### src/verilog/alu_pkg.sv
`default_nettype none

package alu_pkg;

    // ============================================================
    // Opcodes and shift types in ARM data-processing encoding
    // ============================================================
    typedef enum logic [3:0] {
        OP_AND = 4'd0,
        OP_EOR = 4'd1,
        OP_SUB = 4'd2,
        OP_ADD = 4'd4,
        OP_ADC = 4'd5,
        OP_SBC = 4'd6,
        OP_ORR = 4'd12,
        OP_MOV = 4'd13,
        OP_BIC = 4'd14
    } alu_op_e;                                 // Other codes unsupported

    typedef enum logic [1:0] {
        SH_LSL = 2'd0,
        SH_LSR = 2'd1,
        SH_ASR = 2'd2,
        SH_ROR = 2'd3
    } shift_e;

    // Instruction word field positions
    localparam int OP2_MSB = 11;
    localparam int OP2_LSB = 0;
    localparam int S_BIT   = 20;                // Set condition codes
    localparam int OPC_MSB = 24;
    localparam int OPC_LSB = 21;
    localparam int IMM_BIT = 25;                // Operand 2 is immediate

    // ============================================================
    // Operand 2 field decoded two ways from the same 12 bits
    // ============================================================
    typedef struct packed {
        logic [3:0] rot;                        // Rotate right by 2*rot
        logic [7:0] imm8;
    } op2_imm_t;

    typedef struct packed {
        logic [4:0] shift_imm;                  // Amount from instruction
        shift_e     stype;
        logic       reg_shift;                  // Amount from Rs instead
        logic [3:0] unused;
    } op2_reg_t;

    typedef union packed {
        op2_imm_t imm;
        op2_reg_t rg;
    } op2_field_u;

    typedef struct packed {
        logic n;
        logic z;
        logic c;
        logic v;
    } nzcv_t;

endpackage

`default_nettype wire

### src/verilog/alu_regmap_pkg.sv
`default_nettype none

package alu_regmap_pkg;

    localparam int WB_ADR_W = 5;                // Byte address width

    // Register byte offsets with the low two bits ignored on decode
    localparam logic [WB_ADR_W-1:0] REG_INSTR  = 5'h00;  // Write issues
    localparam logic [WB_ADR_W-1:0] REG_RN     = 5'h04;
    localparam logic [WB_ADR_W-1:0] REG_RM     = 5'h08;
    localparam logic [WB_ADR_W-1:0] REG_RS     = 5'h0C;  // Bits 7:0 used
    localparam logic [WB_ADR_W-1:0] REG_FLAGS  = 5'h10;
    localparam logic [WB_ADR_W-1:0] REG_RESULT = 5'h14;  // Read only
    localparam logic [WB_ADR_W-1:0] REG_STATUS = 5'h18;  // Read only

    localparam int FLAGS_LSB   = 28;            // NZCV in bits 31:28
    localparam int STATUS_BUSY = 0;

endpackage

`default_nettype wire

### src/verilog/alu_regs.sv
`timescale 1ns/1ps
`default_nettype none

module alu_regs
    import alu_pkg::*;
    import alu_regmap_pkg::*;
(
    input  logic                clk,
    input  logic                rst_n,
    input  logic                wb_cyc,
    input  logic                wb_stb,
    input  logic                wb_we,
    input  logic [WB_ADR_W-1:0] wb_adr,
    input  logic [31:0]         wb_dat_w,
    input  logic [3:0]          wb_sel,
    output logic [31:0]         wb_dat_r,
    output logic                wb_ack,
    output logic                start,          // One-cycle issue pulse
    output alu_op_e             op,
    output logic                s,
    output logic                imm,
    output op2_field_u          op2,
    output logic [31:0]         rn,
    output logic [31:0]         rm,
    output logic [7:0]          rs_amt,
    output nzcv_t               flags_in,
    input  logic                done,           // From second execute stage
    input  logic [31:0]         result,
    input  nzcv_t               flags_out
);

    logic [31:0]         instr_r;
    logic [31:0]         rn_r;
    logic [31:0]         rm_r;
    logic [31:0]         rs_r;
    nzcv_t               flags_r;
    logic [31:0]         result_r;
    logic                busy;              // Instruction in flight
    logic                bus_req;           // Access accepted this edge
    logic [WB_ADR_W-1:0] adr_w;             // Word-aligned address
    logic [31:0]         rd_data;
    logic [31:0]         flags_word;

    // Byte-lane merge for partial writes
    function automatic logic [31:0] byte_merge(
        input logic [31:0] old_val,
        input logic [31:0] new_val,
        input logic [3:0]  sel
    );
        logic [31:0] merged;
        merged = old_val;
        for (int i = 0; i < 4; i++) begin
            if (sel[i]) begin
                merged[8*i +: 8] = new_val[8*i +: 8];
            end
        end
        return merged;
    endfunction

    // ============================================================
    // Bus decode and read mux
    // ============================================================
    assign adr_w   = {wb_adr[WB_ADR_W-1:2], 2'b00};
    assign bus_req = wb_cyc && wb_stb && !wb_ack && !busy;  // Stall while busy

    assign flags_word = byte_merge({flags_r, 28'd0}, wb_dat_w, wb_sel);

    always_comb begin
        rd_data = '0;                       // Unmapped reads zero
        case (adr_w)
            REG_INSTR:  rd_data = instr_r;
            REG_RN:     rd_data = rn_r;
            REG_RM:     rd_data = rm_r;
            REG_RS:     rd_data = rs_r;
            REG_FLAGS:  rd_data[FLAGS_LSB +: 4] = flags_r;
            REG_RESULT: rd_data = result_r;
            REG_STATUS: rd_data[STATUS_BUSY] = busy;
            default:    rd_data = '0;
        endcase
    end

    // ============================================================
    // Register file, ack and issue control
    // ============================================================
    always_ff @(posedge clk) begin
        if (!rst_n) begin
            wb_ack   <= 1'b0;
            wb_dat_r <= '0;
            busy     <= 1'b0;
            start    <= 1'b0;
            instr_r  <= '0;
            rn_r     <= '0;
            rm_r     <= '0;
            rs_r     <= '0;
            flags_r  <= '0;
            result_r <= '0;
        end else begin
            wb_ack <= 1'b0;                 // Single-cycle ack
            start  <= 1'b0;
            if (done) begin                 // Completion from execute path
                result_r <= result;
                flags_r  <= flags_out;
                busy     <= 1'b0;
            end
            if (bus_req) begin
                wb_ack   <= 1'b1;
                wb_dat_r <= rd_data;
                if (wb_we) begin
                    case (adr_w)
                        REG_INSTR: begin
                            instr_r <= byte_merge(instr_r, wb_dat_w, wb_sel);
                            busy    <= 1'b1;     // Lock bus until done
                            start   <= 1'b1;
                        end
                        REG_RN:    rn_r    <= byte_merge(rn_r, wb_dat_w, wb_sel);
                        REG_RM:    rm_r    <= byte_merge(rm_r, wb_dat_w, wb_sel);
                        REG_RS:    rs_r    <= byte_merge(rs_r, wb_dat_w, wb_sel);
                        REG_FLAGS: flags_r <= flags_word[FLAGS_LSB +: 4];
                        default: ;                 // RESULT, STATUS read only
                    endcase
                end
            end
        end
    end

    // Decoded instruction fields to the execute path
    assign op       = alu_op_e'(instr_r[OPC_MSB:OPC_LSB]);
    assign s        = instr_r[S_BIT];
    assign imm      = instr_r[IMM_BIT];
    assign op2      = instr_r[OP2_MSB:OP2_LSB];
    assign rn       = rn_r;
    assign rm       = rm_r;
    assign rs_amt   = rs_r[7:0];            // Upper Rs bits ignored
    assign flags_in = flags_r;

endmodule

`default_nettype wire

### src/verilog/alu_shifter.sv
`timescale 1ns/1ps
`default_nettype none

module alu_shifter
    import alu_pkg::*;
(
    input  logic        clk,
    input  logic        rst_n,
    input  logic        start,
    input  alu_op_e     op,
    input  logic        s,
    input  logic        imm,
    input  op2_field_u  op2,
    input  logic [31:0] rn,
    input  logic [31:0] rm,
    input  logic [7:0]  rs_amt,
    input  nzcv_t       flags_in,
    output logic        valid,
    output alu_op_e     op_q,
    output logic        s_q,
    output logic [31:0] rn_q,
    output logic [31:0] shifter_out,
    output logic        shifter_carry,
    output nzcv_t       flags_q
);

    logic [7:0]  amt;                       // Register-form shift amount
    logic [32:0] lsl_ext;                   // Bit 32 is the carry out
    logic [32:0] lsr_ext;                   // Bit 0 is the carry out
    logic [32:0] asr_ext;
    logic [63:0] ror_dbl;
    logic [63:0] imm_dbl;
    logic [31:0] sh_val;
    logic        sh_c;

    assign amt     = op2.rg.reg_shift ? rs_amt : {3'b000, op2.rg.shift_imm};
    assign lsl_ext = {1'b0, rm} << amt[4:0];
    assign lsr_ext = {rm, 1'b0} >> amt[4:0];
    assign asr_ext = $signed({rm, 1'b0}) >>> amt[4:0];
    assign ror_dbl = {rm, rm} >> amt[4:0];  // Rotate via doubled word
    assign imm_dbl = {24'd0, op2.imm.imm8, 24'd0, op2.imm.imm8} >> {op2.imm.rot, 1'b0};

    // ============================================================
    // Operand 2 and shifter carry
    // ============================================================
    always_comb begin
        sh_val = rm;                        // Amount 0, no shift
        sh_c   = flags_in.c;
        if (imm) begin
            sh_val = imm_dbl[31:0];
            if (op2.imm.rot != 4'd0) begin
                sh_c = imm_dbl[31];
            end
        end else if (amt != 8'd0) begin
            case (op2.rg.stype)
                SH_LSL: begin
                    sh_val = (amt < 8'd32) ? lsl_ext[31:0] : 32'd0;
                    sh_c   = (amt < 8'd32) ? lsl_ext[32] : (amt == 8'd32) & rm[0];
                end
                SH_LSR: begin
                    sh_val = (amt < 8'd32) ? lsr_ext[32:1] : 32'd0;
                    sh_c   = (amt < 8'd32) ? lsr_ext[0] : (amt == 8'd32) & rm[31];
                end
                SH_ASR: begin
                    sh_val = (amt < 8'd32) ? asr_ext[32:1] : {32{rm[31]}};  // Saturates
                    sh_c   = (amt < 8'd32) ? asr_ext[0] : rm[31];
                end
                default: begin          // ROR by amount mod 32
                    sh_val = ror_dbl[31:0];
                    sh_c   = ror_dbl[31];   // Multiple of 32 gives Rm[31]
                end
            endcase
        end
    end

    always_ff @(posedge clk) begin
        if (!rst_n) begin
            valid <= 1'b0;
        end else begin
            valid <= start;
        end
    end

    // Stage payload captured on issue
    always_ff @(posedge clk) begin
        if (start) begin
            op_q          <= op;
            s_q           <= s;
            rn_q          <= rn;
            shifter_out   <= sh_val;
            shifter_carry <= sh_c;
            flags_q       <= flags_in;
        end
    end

endmodule

`default_nettype wire

### src/verilog/alu_exec.sv
`timescale 1ns/1ps
`default_nettype none

module alu_exec
    import alu_pkg::*;
(
    input  logic        clk,
    input  logic        rst_n,
    input  logic        valid,
    input  alu_op_e     op_q,
    input  logic        s_q,
    input  logic [31:0] rn_q,
    input  logic [31:0] shifter_out,
    input  logic        shifter_carry,
    input  nzcv_t       flags_q,
    output logic        done,
    output logic [31:0] result,
    output nzcv_t       flags_out
);

    logic        sub_op;                    // SUB or SBC
    logic [31:0] b_eff;                     // Operand 2, inverted for subtract
    logic        cy_in;
    logic [32:0] sum;
    logic        ovf;
    logic [31:0] res;
    logic        arith;
    logic        known;                     // Supported opcode
    nzcv_t       flags_nx;

    // ============================================================
    // Shared adder doing subtraction as Rn + ~B + carry
    // ============================================================
    assign sub_op = (op_q == OP_SUB) || (op_q == OP_SBC);
    assign b_eff  = sub_op ? ~shifter_out : shifter_out;

    always_comb begin
        case (op_q)
            OP_SUB:         cy_in = 1'b1;
            OP_ADC, OP_SBC: cy_in = flags_q.c;  // SBC borrows on C clear
            default:        cy_in = 1'b0;
        endcase
    end

    assign sum = {1'b0, rn_q} + {1'b0, b_eff} + {32'd0, cy_in};
    assign ovf = (rn_q[31] == b_eff[31]) && (sum[31] != rn_q[31]);  // Signed overflow

    always_comb begin
        res   = '0;                         // Unsupported gives 0
        arith = 1'b0;
        known = 1'b1;
        case (op_q)
            OP_ADD, OP_ADC, OP_SUB, OP_SBC: begin
                res   = sum[31:0];
                arith = 1'b1;
            end
            OP_AND:  res = rn_q & shifter_out;
            OP_EOR:  res = rn_q ^ shifter_out;
            OP_ORR:  res = rn_q | shifter_out;
            OP_BIC:  res = rn_q & ~shifter_out;
            OP_MOV:  res = shifter_out;
            default: known = 1'b0;
        endcase
    end

    // NZCV update under S
    always_comb begin
        flags_nx = flags_q;
        if (s_q && known) begin
            flags_nx.n = res[31];
            flags_nx.z = (res == 32'd0);
            flags_nx.c = arith ? sum[32] : shifter_carry;  // Inverted borrow on sub
            flags_nx.v = arith ? ovf : flags_q.v;
        end
    end

    always_ff @(posedge clk) begin
        if (!rst_n) begin
            done <= 1'b0;
        end else begin
            done <= valid;
        end
    end

    always_ff @(posedge clk) begin
        if (valid) begin
            result    <= res;
            flags_out <= flags_nx;
        end
    end

endmodule

`default_nettype wire

### src/verilog/alu_wb_top.sv
`timescale 1ns/1ps
`default_nettype none

module alu_wb_top
    import alu_pkg::*;
    import alu_regmap_pkg::*;
(
    input  logic                clk,
    input  logic                rst_n,
    input  logic                wb_cyc,
    input  logic                wb_stb,
    input  logic                wb_we,
    input  logic [WB_ADR_W-1:0] wb_adr,
    input  logic [31:0]         wb_dat_w,
    input  logic [3:0]          wb_sel,
    output logic [31:0]         wb_dat_r,
    output logic                wb_ack
);

    // Issue path
    logic        start;
    alu_op_e     op;
    logic        s;
    logic        imm;
    op2_field_u  op2;
    logic [31:0] rn;
    logic [31:0] rm;
    logic [7:0]  rs_amt;
    nzcv_t       flags_in;

    // Stage link
    logic        valid;
    alu_op_e     op_q;
    logic        s_q;
    logic [31:0] rn_q;
    logic [31:0] shifter_out;
    logic        shifter_carry;
    nzcv_t       flags_q;

    // Completion
    logic        done;
    logic [31:0] result;
    nzcv_t       flags_out;

    alu_regs alu_regs_inst (
        .clk      (clk),
        .rst_n    (rst_n),
        .wb_cyc   (wb_cyc),
        .wb_stb   (wb_stb),
        .wb_we    (wb_we),
        .wb_adr   (wb_adr),
        .wb_dat_w (wb_dat_w),
        .wb_sel   (wb_sel),
        .wb_dat_r (wb_dat_r),
        .wb_ack   (wb_ack),
        .start    (start),
        .op       (op),
        .s        (s),
        .imm      (imm),
        .op2      (op2),
        .rn       (rn),
        .rm       (rm),
        .rs_amt   (rs_amt),
        .flags_in (flags_in),
        .done     (done),
        .result   (result),
        .flags_out(flags_out)
    );

    alu_shifter alu_shifter_inst (
        .clk          (clk),
        .rst_n        (rst_n),
        .start        (start),
        .op           (op),
        .s            (s),
        .imm          (imm),
        .op2          (op2),
        .rn           (rn),
        .rm           (rm),
        .rs_amt       (rs_amt),
        .flags_in     (flags_in),
        .valid        (valid),
        .op_q         (op_q),
        .s_q          (s_q),
        .rn_q         (rn_q),
        .shifter_out  (shifter_out),
        .shifter_carry(shifter_carry),
        .flags_q      (flags_q)
    );

    alu_exec alu_exec_inst (
        .clk          (clk),
        .rst_n        (rst_n),
        .valid        (valid),
        .op_q         (op_q),
        .s_q          (s_q),
        .rn_q         (rn_q),
        .shifter_out  (shifter_out),
        .shifter_carry(shifter_carry),
        .flags_q      (flags_q),
        .done         (done),
        .result       (result),
        .flags_out    (flags_out)
    );

endmodule

`default_nettype wire

### config.mk
export PLATFORM = sky130hd
export DESIGN_NAME = alu_wb_top
export DESIGN_NICKNAME = d
export VERILOG_FILES = /design/src/verilog/alu_pkg.sv /design/src/verilog/alu_regmap_pkg.sv /design/src/verilog/alu_regs.sv /design/src/verilog/alu_shifter.sv /design/src/verilog/alu_exec.sv /design/src/verilog/alu_wb_top.sv
export SDC_FILE = /design/constraint.sdc
export NUM_CORES = 1
export LEC_CHECK = 0
export BUFFER_PORTS_ARGS = -buffer_cell sky130_fd_sc_hd__buf_2
export CAP_MARGIN = 30
export CORE_MARGIN = 4
export CORE_UTILIZATION = 45
export CTS_CLUSTER_DIAMETER = 120
export DETAILED_ROUTE_END_ITERATION = 12
export SLEW_MARGIN = 20
export SYNTH_ARGS = -nofsm -noshare
export SYNTH_HDL_FRONTEND = slang
export SYNTH_SLANG_ARGS = --single-unit
### constraint.sdc
create_clock -name clk -period 4.3 [get_ports clk]
set_input_delay 0 -clock clk [delete_from_list [all_inputs] [get_ports clk]]
set_output_delay 0 -clock clk [all_outputs]
set_load 0.005 [all_outputs]
==> results of run 1 <==
## layer usage
metal / track usage, % / part of all wire [%] / vias up / routed length [µm]
li1: - / - / 10300 / -
met1: 48.8 / 42 / 11300 / 42300
met2: 54.9 / 43 / 1286 / 43800
met3: 6.73 / 8.8 / 245 / 8890
met4: 17.0 / 5.8 / 0 / 5860
met5: 0 / 0 / - / 0
## cell families (layout without fill, tap and decap cells)
family	Yosys count	after routing	share of synthesized area, %
buf+inv	326	495	5.91
simple gates	930	930	18.7
flops	311	311	32.0
fa+ha+maj	65	65	3.61
other cells	0	1	0
xor+xnor	71	71	2.71
compound gates	747	747	21.9
mux	307	307	15.2
## what timing repair did
item / 4_1_cts / 5_1_grt
gates resized for setup: 3 / 27
hold endpoints to repair: 134 / 0
pin swaps: 0 / 8
hold buffers: 47 / 0
setup endpoints to repair: 1 / 4
cloned: 0 / 1
setup buffers: 0 / 2
## worst max-delay path by stage
| stage | depth (start not counted) | slack [ps] | startpoint | to |
|---|---|---|---|---|
| finish | 16 | 140 | alu_shifter_inst.op_q[0] | alu_exec_inst.flags_out[2] |
| global route | 16 | 30 | alu_shifter_inst.op_q[0] | alu_exec_inst.flags_out[2] |
| CTS | 16 | 9 | alu_shifter_inst.op_q[0] | alu_exec_inst.flags_out[2] |
| detailed placement | 18 | -180 | alu_shifter_inst.op_q[0] | alu_exec_inst.flags_out[2] |
| global placement | 18 | -80 | alu_shifter_inst.op_q[0] | alu_exec_inst.flags_out[2] |
| floorplan | 17 | 90 | alu_shifter_inst.op_q[3] | alu_exec_inst.flags_out[2] |
## power by group
group	switching [µW]	internal [µW]
Clock	1390	1950
Sequential	13.5	3040
Combinational	231	126
## synth_stat cells, types with 20 or more instances
cell      instances
a21boi_0        114
a21oi_1         113
a22oi_1          64
a31oi_1          50
buf_1            24
buf_2            22
clkbuf_1        176
dfxtp_1         201
edfxtp_1        110
ha_1             63
inv_1            90
mux2_2           22
mux2i_1         253
mux4_2           31
nand2_1         353
nand3_1         158
nor2_1          177
nor2b_1          93
nor3_1           49
o211ai_1         29
o21ai_0         168
o22ai_1          20
xnor2_1          65
## worst max-delay path: stages, from the launching register on
cell and delay, ps:
edfxtp_1 410, nand2b_4 180, nor2_4 100, buf_6 150
buf_12 160, xnor2_1 80, ha_1 370, a21o_1 210
a31o_1 220, or4_4 530, a21o_4 230, a21oi_4 200
mux2_1 180, nand2_2 60, or4_1 530, nor4_2 270
a22o_1 150
## area by class of cell
type                            instances  area, µm²
Timing Repair Buffer                  336       2540
Fill cell                            4705      23400
Sequential cell                       311       7330
Multi-Input combinational cell       2120      14500
Inverter                               91        342
Clock buffer                           53       1100
Tap cell                              672        841
Antenna cell                            1       2.50
Clock inverter                         15        219
## per-stage QoR
step | cells | cell area [µm²] | hold slack, ps
after global placement | 3476 | 24900 | 303
after floorplan | 2757 | 22900 | 156
after global routing | 3598 | 26900 | 47.2
after detailed placement | 3479 | 24900 | 310
final | 3599 | 26900 | 44.4
after CTS | 3594 | 26700 | 16.9
==> metrics.md, run 1 <==
| Metric | Value |
|---|---|
| I/O Buffers | 76 |
| Synth Flop Type | dfxtp_1 |
| Vias in the first global route | 21,900 |
| Crit path time final | 4160 ps |
| CP Capture Type | register |
| Area growth, synth to finish | 17.2% |
| Least-Margin Pin Slew | 952 ps |
| Leak | 0.00962 µW |
| Total Routing Usage GR | 35.8% |
| Initial Utilization | 45.6% |
| RR Startpoint | alu_shifter_inst.op_q[0] |
| PD cells | 251 nW/µm² |
| Crit Path Category | reg2reg |
| Pin count of the biggest net entering global routing | 73 |
| Final antenna-violating net count | 0 |
| Core area | 50,300 µm² |
| Worst skew pair latency | 580 ps |
| # IOs | 79 |
| Post-synth EDFFs | 110 |
| Syn nets | 2,868 |
| GPL Wtd Cong | 1.07 |
| CTS Buf Count | 37 |
| Pins Over Slew Limit | 0 |
| Req. time, crit path | 4750 ps |
| CP Launch Type | register |
| Top post-synthesis cells by area | dfxtp_1 (18%), edfxtp_1 (14%), mux2i_1 (11%) |
| Cells after Synth | 2,757 |
| Setup slack at placement | -178 ps |
| Top cell type's share of synthesized area | 17.5% |
| Worst hold path class | in2reg |
| Async SR Flop Fraction | 0% |
| Die Width | 234 µm |
| CTS root buf | clkbuf_16 |
| Yosys Warn Count | 0 |
| CTS tree | done |
| Commonest cells after routing, fill and taps aside | nand2_1 (353), mux2i_1 (250), buf_4 (207) |
| Slew headroom | 36.5% |
| Global-route wire length before repair | 147 mm |
| Remaining Overflow, GRT | 0 |
| Overall power | 6750 µW |
| Max IR drop VDD | 314 µV |
| Fin crit share | 96.8% |
| Total wire length | 101 mm |
| Layout Nets | 3,008 |
| Critical path fanouts, max | 11 |
| Post-layout util | 53.4% |
| Post-synth top area cell | dfxtp_1 |
| Worst Hold End | alu_regs_inst.instr_r[22] |
| Count of final setup violators | 0 |
| Status | completed |
| Arrival time worst endpoint | 4620 ps |
| Cell Rows | 82 |
| Synth Cell Area | 22,900 µm² |
| WL/cell | 28.0 µm |
| Initial antenna violation count | 1 |
| Unique masters post-synth | 93 |
| Commonest non-fill, non-tap cell in the layout | nand2_1 |
| Vias after detailed routing | 23,200 |
| DRC viols | 0 |
| Die ar. | 54,600 µm² |
| Post-route clock skew | 30.7 ps |
| Number of vias per cell | 6.44 |
| Post-synthesis sequential area ratio | 32.0% |
| Die Ht | 234 µm |
| TNS Setup | 0 ps |
| Detailed Routing Iterations Pass 1 | 9 |
| Hold wc startpoint | wb_sel[2] |
| Setup repair after global routing missed its margin | false |
| Max Root-Sink Buffers | 3 |
| Final-report hold violation count | 0 |
| H-tree level count | 2 |
| Hold depth | 3 |
| RR Endpoint | alu_exec_inst.flags_out[2] |
| Initial DRC Count | 2,672 |
| Setup slack, reg-to-reg | 140 ps |
| Final Worst Setup Slack | 136 ps |
| Max-Cap Viols | 0 |
| Worst R2R Path Depth | 16 |
| Sink Count | 311 |
| Register bit total from synthesis | 311 |
| Clock-pin slew on the worst setup and hold paths | 70 ps |
| Syn Area/Cell | 8.32 µm² |
| Maximum clock frequency | 240 MHz |
| Share of layout cells above drive strength 1 | 16.0% |
| DPL Wire Length | 74.7 mm |
Power figures use the tool's default switching activity.
==> run 2: changes to the inputs <==
- CORE_UTILIZATION: 45 -> 35
==> run 2 against run 1 <==
- total power decreased by 11%
- clock-buffer cell count decreased by 9
- sequential power hardly changed
- critical path type unchanged
- first-iteration DRC count is 12% higher
- utilization decreased by 13 points
- global-route usage is 9.7 points lower
- routed wire length down 4.7%
- cell count is 3.6% higher
- sequential share of layout area is 0.50 points higher
- highest routed layer unchanged
- critical path depth up 2
==> metrics.md, run 2 (synthesis results as in run 1) <==
| Metric | Value |
|---|---|
| Die ar. | 69,700 µm² (was 54,600 µm²) |
| Initial DRC Count | 2,998 (was 2,672) |
| PD cells | 226 nW/µm² (was 251 nW/µm²) |
| CP Launch Type | register (unchanged) |
| Area growth, synth to finish | 15.1% (was 17.2%) |
| Max IR drop VDD | 269 µV (was 314 µV) |
| Met3 Wirelength | 8.88 mm (was 8.89 mm) |
| Fin crit share | 97.1% (was 96.8%) |
| Req. time, crit path | 4750 ps (about the same) |
| I/O Buffers | 76 (unchanged) |
| Total wire length | 96.2 mm (was 101 mm) |
| Worst hold path class | in2reg (unchanged) |
| Die Ht | 264 µm (was 234 µm) |
| Total Routing Usage GR | 26.1% (was 35.8%) |
| Critical path fanouts, max | 10 (was 11) |
| Worst skew pair latency | 580 ps (about the same) |
| Crit path time final | 4180 ps (was 4160 ps) |
| Pin count of the biggest net entering global routing | 105 (was 73) |
| Arrival time worst endpoint | 4630 ps (was 4620 ps) |
| Count of final setup violators | 0 (unchanged) |
| Core area | 64,700 µm² (was 50,300 µm²) |
| DPL Wire Length | 72.5 mm (was 74.7 mm) |
| Layout Nets | 2,959 (was 3,008) |
| Remaining Overflow, GRT | 0 (unchanged) |
| Status | completed (unchanged) |
| Sink Count | 311 (unchanged) |
| DRC viols | 0 (unchanged) |
| Placement Cell Area | 24,800 µm² (was 24,900 µm²) |
| Vias in the first global route | 20,700 (was 21,900) |
| Initial antenna violation count | 1 (unchanged) |
| Share of layout cells above drive strength 1 | 14.2% (was 16.0%) |
| Commonest cells after routing, fill and taps aside | nand2_1 (353), mux2i_1 (250), dfxtp_1 (198) (was nand2_1 (353), mux2i_1 (250), buf_4 (207)) |
| Clock-pin slew on the worst setup and hold paths | 70 ps (about the same) |
| Post-route clock skew | 12.4 ps (was 30.7 ps) |
| Detailed Routing Iterations Pass 1 | 8 (was 9) |
| Final antenna-violating net count | 0 (unchanged) |
| Slew headroom | 32.8% (was 36.5%) |
| ANT cells | 0 (was 1) |
| GPL Wtd Cong | 1.02 (was 1.07) |
| Least-Margin Pin Slew | 1010 ps (was 952 ps) |
| Initial Utilization | 35.4% (was 45.6%) |
| Vias after detailed routing | 22,200 (was 23,200) |
| WL/cell | 25.8 µm (was 28.0 µm) |
| Pins Over Slew Limit | 0 (unchanged) |
| Die Width | 264 µm (was 234 µm) |
| Number of vias per cell | 5.97 (was 6.44) |
| Met2 wire len | 40.8 mm (was 43.8 mm) |
| Global-route wire length before repair | 141 mm (was 147 mm) |
| Top routing layer in use | met4 (unchanged) |
| Met1 Wirelength | 42.2 mm (was 42.3 mm) |
| Max-Cap Viols | 0 (unchanged) |
| Final Hold Slack | 18.9 ps (was 44.4 ps) |
| Final-report hold violation count | 0 (unchanged) |
| H-tree level count | 1 (was 2) |
| CTS tree | done (unchanged) |
| CP Capture Type | register (unchanged) |
| Leak | 0.00925 µW (was 0.00962 µW) |
| # IOs | 79 (unchanged) |
| Commonest non-fill, non-tap cell in the layout | nand2_1 (unchanged) |
| Cell Rows | 93 (was 82) |
| Max Root-Sink Buffers | 3 (unchanged) |
| Crit Path Category | reg2reg (unchanged) |
| Final instance area | 26,400 µm² (was 26,900 µm²) |
| CTS Buf Count | 30 (was 37) |
| CTS root buf | clkbuf_16 (unchanged) |
| Maximum clock frequency | 239 MHz (was 240 MHz) |
[run 2: layer usage]
| layer | track usage (%) | vias up |
|---|---|---|
| li1 | - | 10200 |
| met1 | 37.9 | 10700 |
| met2 | 39.1 | 1141 |
| met3 | 4.45 | 185 |
| met4 | 9.22 | 0 |
| met5 | 0 | - |
[run 2: final timing paths]
path                            startpoint                         end  slack, ps  cells after the start
setup / recovery  alu_shifter_inst.op_q[0]  alu_exec_inst.flags_out[2]        120                     18
hold / removal                   wb_sel[1]         alu_regs_inst.rm[8]         20                      3
setup reg to reg  alu_shifter_inst.op_q[0]  alu_exec_inst.flags_out[2]        120                     18
hold reg to reg       alu_regs_inst.rn[11]   alu_shifter_inst.rn_q[11]        450                      0
[run 2: what timing repair did]
item / in CTS / in global routing
setup buffers: 0 / 4
gates cloned: 0 / 1
setup endpoints to repair: 1 / 1
gates resized for setup: 2 / 25
pin swaps: 0 / 6
hold endpoints to repair: 132 / 0
hold buffers: 42 / 0
[run 2: area by class of cell]
cell class / instances / area, µm²
inverters: 91 / 342
repair buffers: 294 / 2240
clock buffers: 44 / 866
multi-input cells: 2120 / 14500
flip-flops and latches: 311 / 7330
clock inverters: 12 / 60.1
well taps: 855 / 1070
fillers: 6606 / 38300
[run 2: per-stage QoR]
step                      util [%]  std cells  power (µW)  setup WS [ps]  setup TNS [ps]
after floorplan                  -       2757        3290           90.6               0
after global placement        38.4       3620        3430           -103            -103
after detailed placement      38.4       3622        3430           -152            -152
after CTS                     40.5       3720        5980           2.42               0
after global routing          40.8       3727        6140          -19.4           -19.4
final                         40.8       3727        5970            123               0
[run 2: power by group]
group	internal [µW]	switching, µW
Clock	1390	1180
Sequential	3040	12.5
Combinational	124	227
[run 2: critical path, stage by stage (launching register included)]
cell and delay (ps):
edfxtp_1 430, nand2b_4 190, nor2_4 220, buf_4 170, clkbuf_16 180, xnor2_1 130, ha_1 290, buf_4 180
nand2_1 80, nor2_1 40, nor3_1 380, a21o_1 270, xor2_1 340, o211ai_1 130, nor4_1 240, buf_4 190
nand4bb_1 130, nor4_2 280, a22o_1 160
